**src/common/csr_pkg.sv**
```systemverilog
package csr_pkg;

    localparam int XLEN       = 32;
    localparam int CSR_NUM_W  = 14;
    localparam int ECODE_W    = 6;
    localparam int ESUBCODE_W = 9;
    // eight hardware lines plus the inter-core line
    localparam int HWI_W      = 9;
    localparam int CRMD_W     = 9;
    localparam int LIE_W      = 13;

    typedef enum logic [2:0]
    {
        OP_CSRRD,
        OP_CSRWR,
        OP_CSRXCHG,
        OP_ERTN,
        OP_EXCP
    } csr_op_e;

    // csr numbers, compared against the raw instruction field
    localparam logic [CSR_NUM_W-1:0] CSR_CRMD   = 14'h000;
    localparam logic [CSR_NUM_W-1:0] CSR_PRMD   = 14'h001;
    localparam logic [CSR_NUM_W-1:0] CSR_ECFG   = 14'h004;
    localparam logic [CSR_NUM_W-1:0] CSR_ESTAT  = 14'h005;
    localparam logic [CSR_NUM_W-1:0] CSR_ERA    = 14'h006;
    localparam logic [CSR_NUM_W-1:0] CSR_BADV   = 14'h007;
    localparam logic [CSR_NUM_W-1:0] CSR_EENTRY = 14'h00c;
    localparam logic [CSR_NUM_W-1:0] CSR_SAVE0  = 14'h030;
    localparam logic [CSR_NUM_W-1:0] CSR_SAVE1  = 14'h031;
    localparam logic [CSR_NUM_W-1:0] CSR_SAVE2  = 14'h032;
    localparam logic [CSR_NUM_W-1:0] CSR_SAVE3  = 14'h033;
    localparam logic [CSR_NUM_W-1:0] CSR_TID    = 14'h040;
    localparam logic [CSR_NUM_W-1:0] CSR_TCFG   = 14'h041;
    localparam logic [CSR_NUM_W-1:0] CSR_TVAL   = 14'h042;
    localparam logic [CSR_NUM_W-1:0] CSR_TICLR  = 14'h044;

    localparam logic [ECODE_W-1:0]    ECODE_INT = 6'h00;
    localparam logic [ECODE_W-1:0]    ECODE_ADE = 6'h08;
    localparam logic [ESUBCODE_W-1:0] ESUB_ADEF = 9'h000;

    // direct address mode after reset
    localparam logic [CRMD_W-1:0] CRMD_RESET = 9'h008;

    // crmd fields
    localparam int CRMD_PLV_LO = 0;
    localparam int CRMD_PLV_HI = 1;
    localparam int CRMD_IE     = 2;
    localparam int CRMD_DA     = 3;
    localparam int CRMD_PG     = 4;

    // tcfg fields
    localparam int TCFG_EN       = 0;
    localparam int TCFG_PERIODIC = 1;
    localparam int TCFG_INITVAL  = 2;

endpackage

```
**src/csr/csr_issue.sv**
```systemverilog
`timescale 1ns/1ns

module csr_issue (
    input  logic                              clk,
    input  logic                              rstn,
    input  logic                              op_valid,
    input  logic                              stall,
    input  logic                              flush,
    input  csr_pkg::csr_op_e                  op,
    input  logic [csr_pkg::CSR_NUM_W-1:0]     csr_num,
    input  logic [csr_pkg::XLEN-1:0]          wdata,
    input  logic [csr_pkg::XLEN-1:0]          wmask,
    input  logic [csr_pkg::XLEN-1:0]          pc,
    input  logic [csr_pkg::ECODE_W-1:0]       ecode,
    input  logic [csr_pkg::ESUBCODE_W-1:0]    esubcode,
    input  logic [csr_pkg::XLEN-1:0]          badv,
    input  logic                              int_pending,
    input  logic [csr_pkg::XLEN-1:0]          rd_data,
    input  logic [csr_pkg::XLEN-1:0]          era,
    input  logic [csr_pkg::XLEN-1:0]          eentry,
    output logic [csr_pkg::CSR_NUM_W-1:0]     rd_num,
    output logic [csr_pkg::XLEN-1:0]          rdata,
    output logic [csr_pkg::XLEN-1:0]          redirect_pc,
    output logic                              redirect,
    output logic                              cmt_valid,
    output csr_pkg::csr_op_e                  cmt_op,
    output logic [csr_pkg::CSR_NUM_W-1:0]     cmt_num,
    output logic [csr_pkg::XLEN-1:0]          cmt_wdata,
    output logic [csr_pkg::XLEN-1:0]          cmt_pc,
    output logic [csr_pkg::XLEN-1:0]          cmt_badv,
    output logic [csr_pkg::ECODE_W-1:0]       cmt_ecode,
    output logic [csr_pkg::ESUBCODE_W-1:0]    cmt_esubcode
);

    logic                              take_int;
    logic                              accept;
    logic                              go;
    csr_pkg::csr_op_e                  sel_op;
    logic [csr_pkg::ECODE_W-1:0]       sel_ecode;
    logic [csr_pkg::ESUBCODE_W-1:0]    sel_esub;
    logic [csr_pkg::XLEN-1:0]          sel_pc;
    logic [csr_pkg::XLEN-1:0]          sel_badv;
    logic [csr_pkg::XLEN-1:0]          wr_mask;
    logic [csr_pkg::XLEN-1:0]          merged;
    logic [csr_pkg::XLEN-1:0]          target;

    assign rd_num = csr_num;

    // IE is still set while an exception sits in commit
    assign take_int = int_pending && !(cmt_valid && cmt_op == csr_pkg::OP_EXCP);
    assign accept   = op_valid && !stall && !flush;
    assign go       = take_int || accept;

    always_comb
    begin
        if (take_int)
        begin
            sel_op    = csr_pkg::OP_EXCP;
            sel_ecode = csr_pkg::ECODE_INT;
            sel_esub  = '0;
            // no request to replace, so era keeps its value
            sel_pc    = op_valid ? pc : era;
        end
        else
        begin
            sel_op    = op;
            sel_ecode = ecode;
            sel_esub  = esubcode;
            sel_pc    = pc;
        end
    end

    // fetch address error reports the pc itself
    assign sel_badv = (sel_op == csr_pkg::OP_EXCP && sel_ecode == csr_pkg::ECODE_ADE
                       && sel_esub == csr_pkg::ESUB_ADEF) ? sel_pc : badv;

    assign wr_mask = (op == csr_pkg::OP_CSRXCHG) ? wmask : '1;
    assign merged  = (rd_data & ~wr_mask) | (wdata & wr_mask);

    always_comb
    begin
        case (sel_op)
            csr_pkg::OP_ERTN: target = era;
            csr_pkg::OP_EXCP: target = eentry;
            default:          target = pc + 32'd4;
        endcase
    end

    always_ff @(posedge clk)
    begin
        if (!rstn)
        begin
            cmt_valid <= 1'b0;
            redirect  <= 1'b0;
            rdata     <= '0;
        end
        else
        begin
            cmt_valid <= go;
            redirect  <= go && sel_op != csr_pkg::OP_CSRRD;
            if (go)
                rdata <= rd_data;
        end
    end

    always_ff @(posedge clk)
    begin
        if (go)
        begin
            redirect_pc  <= target;
            cmt_op       <= sel_op;
            cmt_num      <= csr_num;
            cmt_wdata    <= merged;
            cmt_pc       <= sel_pc;
            cmt_badv     <= sel_badv;
            cmt_ecode    <= sel_ecode;
            cmt_esubcode <= sel_esub;
        end
    end

    // a plain read never redirects
    assert property (@(posedge clk) disable iff (!rstn)
        redirect |-> cmt_op != csr_pkg::OP_CSRRD);

endmodule

```
**src/csr/csr_file.sv**
```systemverilog
`timescale 1ns/1ns

module csr_file #(
    parameter int TIMER_W = 20
) (
    input  logic                              clk,
    input  logic                              rstn,
    input  logic [csr_pkg::CSR_NUM_W-1:0]     rd_num,
    input  logic                              cmt_valid,
    input  csr_pkg::csr_op_e                  cmt_op,
    input  logic [csr_pkg::CSR_NUM_W-1:0]     cmt_num,
    input  logic [csr_pkg::XLEN-1:0]          cmt_wdata,
    input  logic [csr_pkg::XLEN-1:0]          cmt_pc,
    input  logic [csr_pkg::XLEN-1:0]          cmt_badv,
    input  logic [csr_pkg::ECODE_W-1:0]       cmt_ecode,
    input  logic [csr_pkg::ESUBCODE_W-1:0]    cmt_esubcode,
    input  logic [csr_pkg::HWI_W-1:0]         hw_int,
    input  logic [TIMER_W-1:0]                tval,
    input  logic                              timer_int,
    output logic [csr_pkg::XLEN-1:0]          rd_data,
    output logic [csr_pkg::XLEN-1:0]          era,
    output logic [csr_pkg::XLEN-1:0]          eentry,
    output logic [csr_pkg::CRMD_W-1:0]        crmd,
    output logic                              int_pending,
    output logic [TIMER_W-1:0]                tcfg,
    output logic                              ti_clear
);

    logic [2:0]                          prmd;
    logic [csr_pkg::LIE_W-1:0]           lie;
    logic [1:0]                          estat_is;
    logic [csr_pkg::ECODE_W-1:0]         estat_ecode;
    logic [csr_pkg::ESUBCODE_W-1:0]      estat_esub;
    logic [csr_pkg::XLEN-1:0]            badv;
    logic [csr_pkg::XLEN-1:6]            eentry_hi;
    logic [csr_pkg::XLEN-1:0]            save [4];
    logic [csr_pkg::XLEN-1:0]            tid;
    logic [csr_pkg::LIE_W-1:0]           pending;
    logic                                wr_op;

    // ipi, timer, reserved, hardware lines, software lines
    assign pending = {hw_int[csr_pkg::HWI_W-1], timer_int, 1'b0,
                      hw_int[csr_pkg::HWI_W-2:0], estat_is};

    assign int_pending = crmd[csr_pkg::CRMD_IE] && |(pending & lie);
    assign eentry      = {eentry_hi, 6'b0};
    assign wr_op       = cmt_op == csr_pkg::OP_CSRWR || cmt_op == csr_pkg::OP_CSRXCHG;

    always_comb
    begin
        rd_data = '0;
        case (rd_num)
            csr_pkg::CSR_CRMD:   rd_data[csr_pkg::CRMD_W-1:0] = crmd;
            csr_pkg::CSR_PRMD:   rd_data[2:0] = prmd;
            csr_pkg::CSR_ECFG:   rd_data[csr_pkg::LIE_W-1:0] = lie;
            csr_pkg::CSR_ESTAT:  rd_data = {1'b0, estat_esub, estat_ecode, 3'b0, pending};
            csr_pkg::CSR_ERA:    rd_data = era;
            csr_pkg::CSR_BADV:   rd_data = badv;
            csr_pkg::CSR_EENTRY: rd_data = eentry;
            csr_pkg::CSR_SAVE0,
            csr_pkg::CSR_SAVE1,
            csr_pkg::CSR_SAVE2,
            csr_pkg::CSR_SAVE3:  rd_data = save[rd_num[1:0]];
            csr_pkg::CSR_TID:    rd_data = tid;
            csr_pkg::CSR_TCFG:   rd_data[TIMER_W-1:0] = tcfg;
            csr_pkg::CSR_TVAL:   rd_data[TIMER_W-1:0] = tval;
            default:             rd_data = '0;
        endcase
    end

    always_ff @(posedge clk)
    begin
        if (!rstn)
        begin
            crmd        <= csr_pkg::CRMD_RESET;
            prmd        <= '0;
            lie         <= '0;
            estat_is    <= '0;
            estat_ecode <= '0;
            estat_esub  <= '0;
            era         <= '0;
            badv        <= '0;
            eentry_hi   <= '0;
            tid         <= '0;
            tcfg        <= '0;
            ti_clear    <= 1'b0;
            for (int i = 0; i < 4; i++)
                save[i] <= '0;
        end
        else
        begin
            ti_clear <= cmt_valid && wr_op && cmt_num == csr_pkg::CSR_TICLR && cmt_wdata[0];
            if (cmt_valid)
            begin
                case (cmt_op)
                    csr_pkg::OP_CSRWR,
                    csr_pkg::OP_CSRXCHG:
                    begin
                        case (cmt_num)
                            csr_pkg::CSR_CRMD:
                            begin
                                crmd[csr_pkg::CRMD_IE:0] <= cmt_wdata[csr_pkg::CRMD_IE:0];
                                crmd[8:5] <= cmt_wdata[8:5];
                                // da and pg only move as a legal pair
                                if (cmt_wdata[csr_pkg::CRMD_DA] ^ cmt_wdata[csr_pkg::CRMD_PG])
                                begin
                                    crmd[csr_pkg::CRMD_DA] <= cmt_wdata[csr_pkg::CRMD_DA];
                                    crmd[csr_pkg::CRMD_PG] <= cmt_wdata[csr_pkg::CRMD_PG];
                                end
                            end
                            csr_pkg::CSR_PRMD:   prmd <= cmt_wdata[2:0];
                            // bit 10 is reserved
                            csr_pkg::CSR_ECFG:   lie <= cmt_wdata[csr_pkg::LIE_W-1:0] & 13'h1bff;
                            csr_pkg::CSR_ESTAT:  estat_is <= cmt_wdata[1:0];
                            csr_pkg::CSR_ERA:    era <= cmt_wdata;
                            csr_pkg::CSR_BADV:   badv <= cmt_wdata;
                            csr_pkg::CSR_EENTRY: eentry_hi <= cmt_wdata[csr_pkg::XLEN-1:6];
                            csr_pkg::CSR_SAVE0,
                            csr_pkg::CSR_SAVE1,
                            csr_pkg::CSR_SAVE2,
                            csr_pkg::CSR_SAVE3:  save[cmt_num[1:0]] <= cmt_wdata;
                            csr_pkg::CSR_TID:    tid <= cmt_wdata;
                            csr_pkg::CSR_TCFG:   tcfg <= cmt_wdata[TIMER_W-1:0];
                            default:             ;
                        endcase
                    end
                    csr_pkg::OP_EXCP:
                    begin
                        prmd <= {crmd[csr_pkg::CRMD_IE],
                                 crmd[csr_pkg::CRMD_PLV_HI:csr_pkg::CRMD_PLV_LO]};
                        crmd[csr_pkg::CRMD_IE:csr_pkg::CRMD_PLV_LO] <= '0;
                        era         <= cmt_pc;
                        estat_ecode <= cmt_ecode;
                        estat_esub  <= cmt_esubcode;
                        badv        <= cmt_badv;
                    end
                    csr_pkg::OP_ERTN:
                    begin
                        crmd[csr_pkg::CRMD_IE:csr_pkg::CRMD_PLV_LO] <= prmd;
                        crmd[csr_pkg::CRMD_DA] <= 1'b0;
                        crmd[csr_pkg::CRMD_PG] <= 1'b1;
                    end
                    default: ;
                endcase
            end
        end
    end

    // the clear pulse comes out of a commit, one cycle late
    assert property (@(posedge clk) disable iff (!rstn)
        ti_clear |-> $past(cmt_valid));

endmodule

```
**src/csr/csr_timer.sv**
```systemverilog
`timescale 1ns/1ns

module csr_timer #(
    parameter int TIMER_W = 20
) (
    input  logic                  clk,
    input  logic                  rstn,
    input  logic [TIMER_W-1:0]    tcfg,
    input  logic                  ti_clear,
    output logic [TIMER_W-1:0]    tval,
    output logic                  timer_int
);

    logic [TIMER_W-1:0]    tcfg_prev;
    logic [TIMER_W-1:0]    reload;
    logic                  en;
    logic                  periodic;

    assign en       = tcfg[csr_pkg::TCFG_EN];
    assign periodic = tcfg[csr_pkg::TCFG_PERIODIC];
    // initval is word aligned
    assign reload   = {tcfg[TIMER_W-1:csr_pkg::TCFG_INITVAL], 2'b00};

    always_ff @(posedge clk)
    begin
        if (!rstn)
        begin
            tcfg_prev <= '0;
            tval      <= '0;
            timer_int <= 1'b0;
        end
        else
        begin
            tcfg_prev <= tcfg;

            if (ti_clear)
                timer_int <= 1'b0;
            else if (en && tval == 1)
                timer_int <= 1'b1;

            // new config restarts the count
            if (tcfg != tcfg_prev)
                tval <= reload;
            else if (tval == 0 && (periodic || (en && !timer_int)))
                tval <= reload;
            else if (en && tval != 0)
                tval <= tval - 1'b1;
        end
    end

    // once the config has settled the count stays within the reload value
    assert property (@(posedge clk) disable iff (!rstn)
        (tcfg == tcfg_prev) |-> (tval <= reload));

endmodule

```
**src/verilog/csr_unit.sv**
```systemverilog
`timescale 1ns/1ns

module csr_unit #(
    parameter int TIMER_W = 20
) (
    input  logic                              clk,
    input  logic                              rstn,
    input  logic                              op_valid,
    input  logic                              stall,
    input  logic                              flush,
    input  csr_pkg::csr_op_e                  op,
    input  logic [csr_pkg::CSR_NUM_W-1:0]     csr_num,
    input  logic [csr_pkg::XLEN-1:0]          wdata,
    input  logic [csr_pkg::XLEN-1:0]          wmask,
    input  logic [csr_pkg::XLEN-1:0]          pc,
    input  logic [csr_pkg::XLEN-1:0]          badv,
    input  logic [csr_pkg::ECODE_W-1:0]       ecode,
    input  logic [csr_pkg::ESUBCODE_W-1:0]    esubcode,
    input  logic [csr_pkg::HWI_W-1:0]         hw_int,
    output logic [csr_pkg::XLEN-1:0]          rdata,
    output logic [csr_pkg::XLEN-1:0]          redirect_pc,
    output logic                              redirect,
    output logic [csr_pkg::CRMD_W-1:0]        crmd
);

    logic [csr_pkg::CSR_NUM_W-1:0]     rd_num;
    logic [csr_pkg::XLEN-1:0]          rd_data;
    logic [csr_pkg::XLEN-1:0]          era;
    logic [csr_pkg::XLEN-1:0]          eentry;
    logic                              int_pending;
    logic                              cmt_valid;
    csr_pkg::csr_op_e                  cmt_op;
    logic [csr_pkg::CSR_NUM_W-1:0]     cmt_num;
    logic [csr_pkg::XLEN-1:0]          cmt_wdata;
    logic [csr_pkg::XLEN-1:0]          cmt_pc;
    logic [csr_pkg::XLEN-1:0]          cmt_badv;
    logic [csr_pkg::ECODE_W-1:0]       cmt_ecode;
    logic [csr_pkg::ESUBCODE_W-1:0]    cmt_esubcode;
    logic [TIMER_W-1:0]                tcfg;
    logic [TIMER_W-1:0]                tval;
    logic                              ti_clear;
    logic                              timer_int;

    csr_issue u_issue (
        .clk(clk), .rstn(rstn), .op_valid(op_valid), .stall(stall), .flush(flush),
        .op(op), .csr_num(csr_num), .wdata(wdata), .wmask(wmask), .pc(pc),
        .ecode(ecode), .esubcode(esubcode), .badv(badv), .int_pending(int_pending),
        .rd_data(rd_data), .era(era), .eentry(eentry), .rd_num(rd_num),
        .rdata(rdata), .redirect_pc(redirect_pc), .redirect(redirect),
        .cmt_valid(cmt_valid), .cmt_op(cmt_op), .cmt_num(cmt_num),
        .cmt_wdata(cmt_wdata), .cmt_pc(cmt_pc), .cmt_badv(cmt_badv),
        .cmt_ecode(cmt_ecode), .cmt_esubcode(cmt_esubcode)
    );

    csr_file #(.TIMER_W(TIMER_W)) u_file (
        .clk(clk), .rstn(rstn), .rd_num(rd_num), .cmt_valid(cmt_valid),
        .cmt_op(cmt_op), .cmt_num(cmt_num), .cmt_wdata(cmt_wdata), .cmt_pc(cmt_pc),
        .cmt_badv(cmt_badv), .cmt_ecode(cmt_ecode), .cmt_esubcode(cmt_esubcode),
        .hw_int(hw_int), .tval(tval), .timer_int(timer_int), .rd_data(rd_data),
        .era(era), .eentry(eentry), .crmd(crmd), .int_pending(int_pending),
        .tcfg(tcfg), .ti_clear(ti_clear)
    );

    csr_timer #(.TIMER_W(TIMER_W)) u_timer (
        .clk(clk), .rstn(rstn), .tcfg(tcfg), .ti_clear(ti_clear),
        .tval(tval), .timer_int(timer_int)
    );

endmodule

```
**config.mk**
```make
export PLATFORM = sky130hd
export DESIGN_NAME = csr_unit
export DESIGN_NICKNAME = d
export VERILOG_FILES = /design/src/common/csr_pkg.sv /design/src/csr/csr_issue.sv /design/src/csr/csr_file.sv /design/src/csr/csr_timer.sv /design/src/verilog/csr_unit.sv
export SDC_FILE = /design/constraint.sdc
export NUM_CORES = 1
export LEC_CHECK = 0
export BUFFER_PORTS_ARGS = -buffer_cell sky130_fd_sc_hd__buf_4
export CAP_MARGIN = 15
export CORE_MARGIN = 4
export CORE_UTILIZATION = 56
export CTS_BUF_LIST = sky130_fd_sc_hd__clkbuf_8
export DETAILED_ROUTE_END_ITERATION = 6
export PLACE_DENSITY_LB_ADDON = 0.08
export SLEW_MARGIN = 20
export SYNTH_ARGS = -nofsm -noshare
export SYNTH_HDL_FRONTEND = slang
export SYNTH_SLANG_ARGS = --single-unit
```
**constraint.sdc**
```tcl
create_clock -name clk -period 10.82 [get_ports clk]
set_input_delay 1.082 -clock clk [delete_from_list [all_inputs] [get_ports clk]]
set_output_delay 1.082 -clock clk [all_outputs]
set_load 0.02 [all_outputs]
```
==> reports/results.txt <==
fillers = 3545
Arrival @ worst endpoint = 4.69 ns
clock tree from TritonCTS = built
WHS Path Cells = 1
global-route wire length before repair = 120 mm
Chip Width = 219 um
antenna violations before repair = 0
clk root buf = clkbuf_8
reg2reg start = u_issue.cmt_op[0]$_DFFE_PP_
# hold bufs at CTS = 0
Starting Density = 0.565
Post-CTS Resized = 0
final core occ = 0.656
max-cap check violation count = 0
critical path launch point type = register
GRT overflow = 0
worst-path fanout max = 73
Main synth FF type = edfxtp_1
Mapped Cells = 2326
Post CTS Setup Buffer Count = 0
Die H = 219 um
RSZ-0062 raised after global routing = no
CTS Buffer Depth = 3
Slew headroom = 0.237
pin count of the biggest net entering global routing = 213
Remaining DRCs = 0
data required time of the critical path = 11.18 ns
Hold Path Sink = u_timer.timer_int$_SDFFE_PP0P_
r2r worst-path depth = 8
fmax = 231 MHz
outcome = finished, final reports clean
final worst path period need = 4.32 ns
syn_nets = 2504
synthesized cell area = 24900 sq um
routed wire length = 80.6 mm
GR Util met3 = 0.0836
post-synthesis sequential area ratio = 0.555
Synth Warn # = 0
Most Used Layer, Global Route = met2
CP Launch Point = u_issue.cmt_op[0]$_DFFE_PP_
placed inst area = 27200 sq um
met1 Use GR = 0.481
Max VDD drop = 88.2 uV
# diodes = 0
CTS Buf Count = 91
clock sinks = 547
clock latency on the worst-skew pair = 0.67 ns
Max H-tree Level = 3
kind of end point of the critical path = register
Cell variety after synth = 76
Total Neg Setup Slack = 0 ns
R2R Setup Slk = 6.50 ns
post-layout instance area = 28900 sq um
antenna-violating nets left = 0
routability cong. = 0.934
Final Cycle Share = 0.400
post-synthesis async set-or-reset flop share = 0
static leakage = 10.3 nW
Pwr Density = 150 nW/um^2
number of DRC markers in iteration 0 = 2943
slew of the pin with the lowest slew margin = 1.14 ns
Via Count = 20400
wire per inst = 25.2 um
Final Hold Vio Count = 0
synthesis-to-finish area growth = 16.1%
Hold Path Class = reg -> reg
vias per std cell = 6.37
Post-DP HPWL = 54.6 mm
final setup vio count = 0
layout cells sized above 1 = 0.213
Clock transition at path regs = 0.07 ns
met2 usage in global routing = 0.490
vias in the first global route = 19700
CP Class = reg -> reg
Nets = 2705
PortBufs = 247
skew final = 0.0373 ns
core area = 44100 sq um
io pins = 248
Post-synth EDFFs = 288
global-route usage over all layers = 0.329
Rows = 77
Mean Syn Cell Area = 10.7 sq um
Die Area = 48000 sq um
flops & latches, synth = 547
reg-to-reg endpoint = u_issue.redirect_pc[16]$_DFFE_PP_
hold_sp = u_file.ti_clear$_SDFF_PN0_
fin. max-slew vios = 0
drt first pass iters = 6
area by class of cell:
| type | instances | area, sq um | area share |
|---|---|---|---|
| Timing Repair Buffer | 283 | 2140 | 0.0738 |
| Clock inverter | 66 | 328 | 0.0113 |
| Inverter | 17 | 68.8 | 0.00238 |
| Sequential cell | 547 | 13800 | 0.478 |
| Multi-Input combinational cell | 1587 | 10400 | 0.359 |
| Tap cell | 592 | 741 | 0.0256 |
| Clock buffer | 105 | 1450 | 0.0499 |
layout by cell type, fill, tap and decap left out, types with 71 or more instances in the layout:
cell      synthesis  routed
a21oi_1         135     135
and2_1           85      85
and3_1           73      72
buf_4             3     282
clkbuf_8          0     105
dfxtp_1         259     259
edfxtp_1        288     288
mux2_2           71      71
nand2_1         361     359
nor2_1          147     144
o21ai_0          90      87
worst max-delay path, cell delays in order (launching register included):
cell and delay (ns):
edfxtp_1 0.49, nor3b_4 0.21, buf_4 0.65, nand2_2 0.49
nand2_1 0.42, o2111a_1 0.21, buf_4 0.41, or2_1 0.82
o21ai_0 0.27
worst max-delay path by stage:
stage | cells past startpoint | slack (ns) | end
floorplan | 6 | 3.78 | u_issue.cmt_badv[0]$_DFFE_PP_
global placement | 8 | 6.58 | u_issue.cmt_wdata[1]$_DFFE_PP_
detailed placement | 8 | 6.52 | u_issue.cmt_wdata[1]$_DFFE_PP_
CTS | 8 | 6.53 | u_issue.redirect_pc[21]$_DFFE_PP_
global route | 8 | 6.24 | u_issue.redirect_pc[21]$_DFFE_PP_
finish | 8 | 6.50 | u_issue.redirect_pc[16]$_DFFE_PP_
stage by stage:
stage          hold WS (ns)  power [mW]  cells  setup WS (ns)
6_report              0.409        4.35   3197           6.50
5_1_grt               0.420        4.49   3197           6.24
4_1_cts               0.400        4.36   3197           6.53
3_5_place_dp          0.393        2.60   3026           6.52
3_3_place_gp          0.388        2.59   3026           6.58
2_1_floorplan         0.373        2.46   2326           3.78
cell families (layout without fill, tap and decap cells):
group / count (synthesis) / after routing / synth area share
AOI/OAI and AO/OA: 525 / 525 / 0.142
xor gates and xnor gates: 61 / 61 / 0.0214
adders and majority gates: 5 / 5 / 0.00241
buffers and inverters: 192 / 471 / 0.0313
DFF: 547 / 547 / 0.555
muxes: 137 / 137 / 0.0812
and+or+nand+nor: 859 / 859 / 0.167
report_power, final:
part	switching, mW	total (mW)	leakage, nW	internal [mW]
clock	0.851	1.79	1.08	0.934
sequential	0.0419	2.29	4.77	2.24
combinational	0.164	0.276	4.43	0.112
cells in the mapped netlist (all sizes together), types with 15 or more instances:
master  instances  area [sq um]
a211oi         23           178
a21oi         135           676
a22o           55           482
a22oi          45           338
a311oi         63           552
and2           87           544
and3           73           457
buf            44           224
clkbuf        131           492
dfxtp         259          5180
edfxtp        288          8650
inv            17          63.8
mux2           81           912
mux4           44           991
nand2         363          1370
nand3          50           250
nand4          28           181
nor2          147           552
nor2b          29           181
nor3           25           130
nor4           23           209
o21ai         111           556
o22ai          15          93.8
o31ai          18           163
xnor2          40           350
xor2           21           184
sequential cells by signal (all words and copies together), names as in the netlist, 14 cells and up:
register,count
u_issue.redirect_pc,32
u_timer.tcfg_prev,20
u_file.save,128
u_issue.cmt_pc,32
u_issue.rdata,32
u_issue.cmt_badv,32
u_file.tid,32
u_timer.tval,20
u_file.era,32
u_file.badv,32
u_issue.cmt_num,14
u_issue.cmt_wdata,32
u_file.eentry_hi,26
u_file.tcfg,20
per-layer routing:
layer  share of wire  vias up  routed length [um]
met5               0        -                   0
met4           0.024        0                1940
met3            0.12      139                9910
met2            0.44     1277               35500
met1            0.41     9922               33300
li1                -     9020                   -
Power figures use the tool's default switching activity.
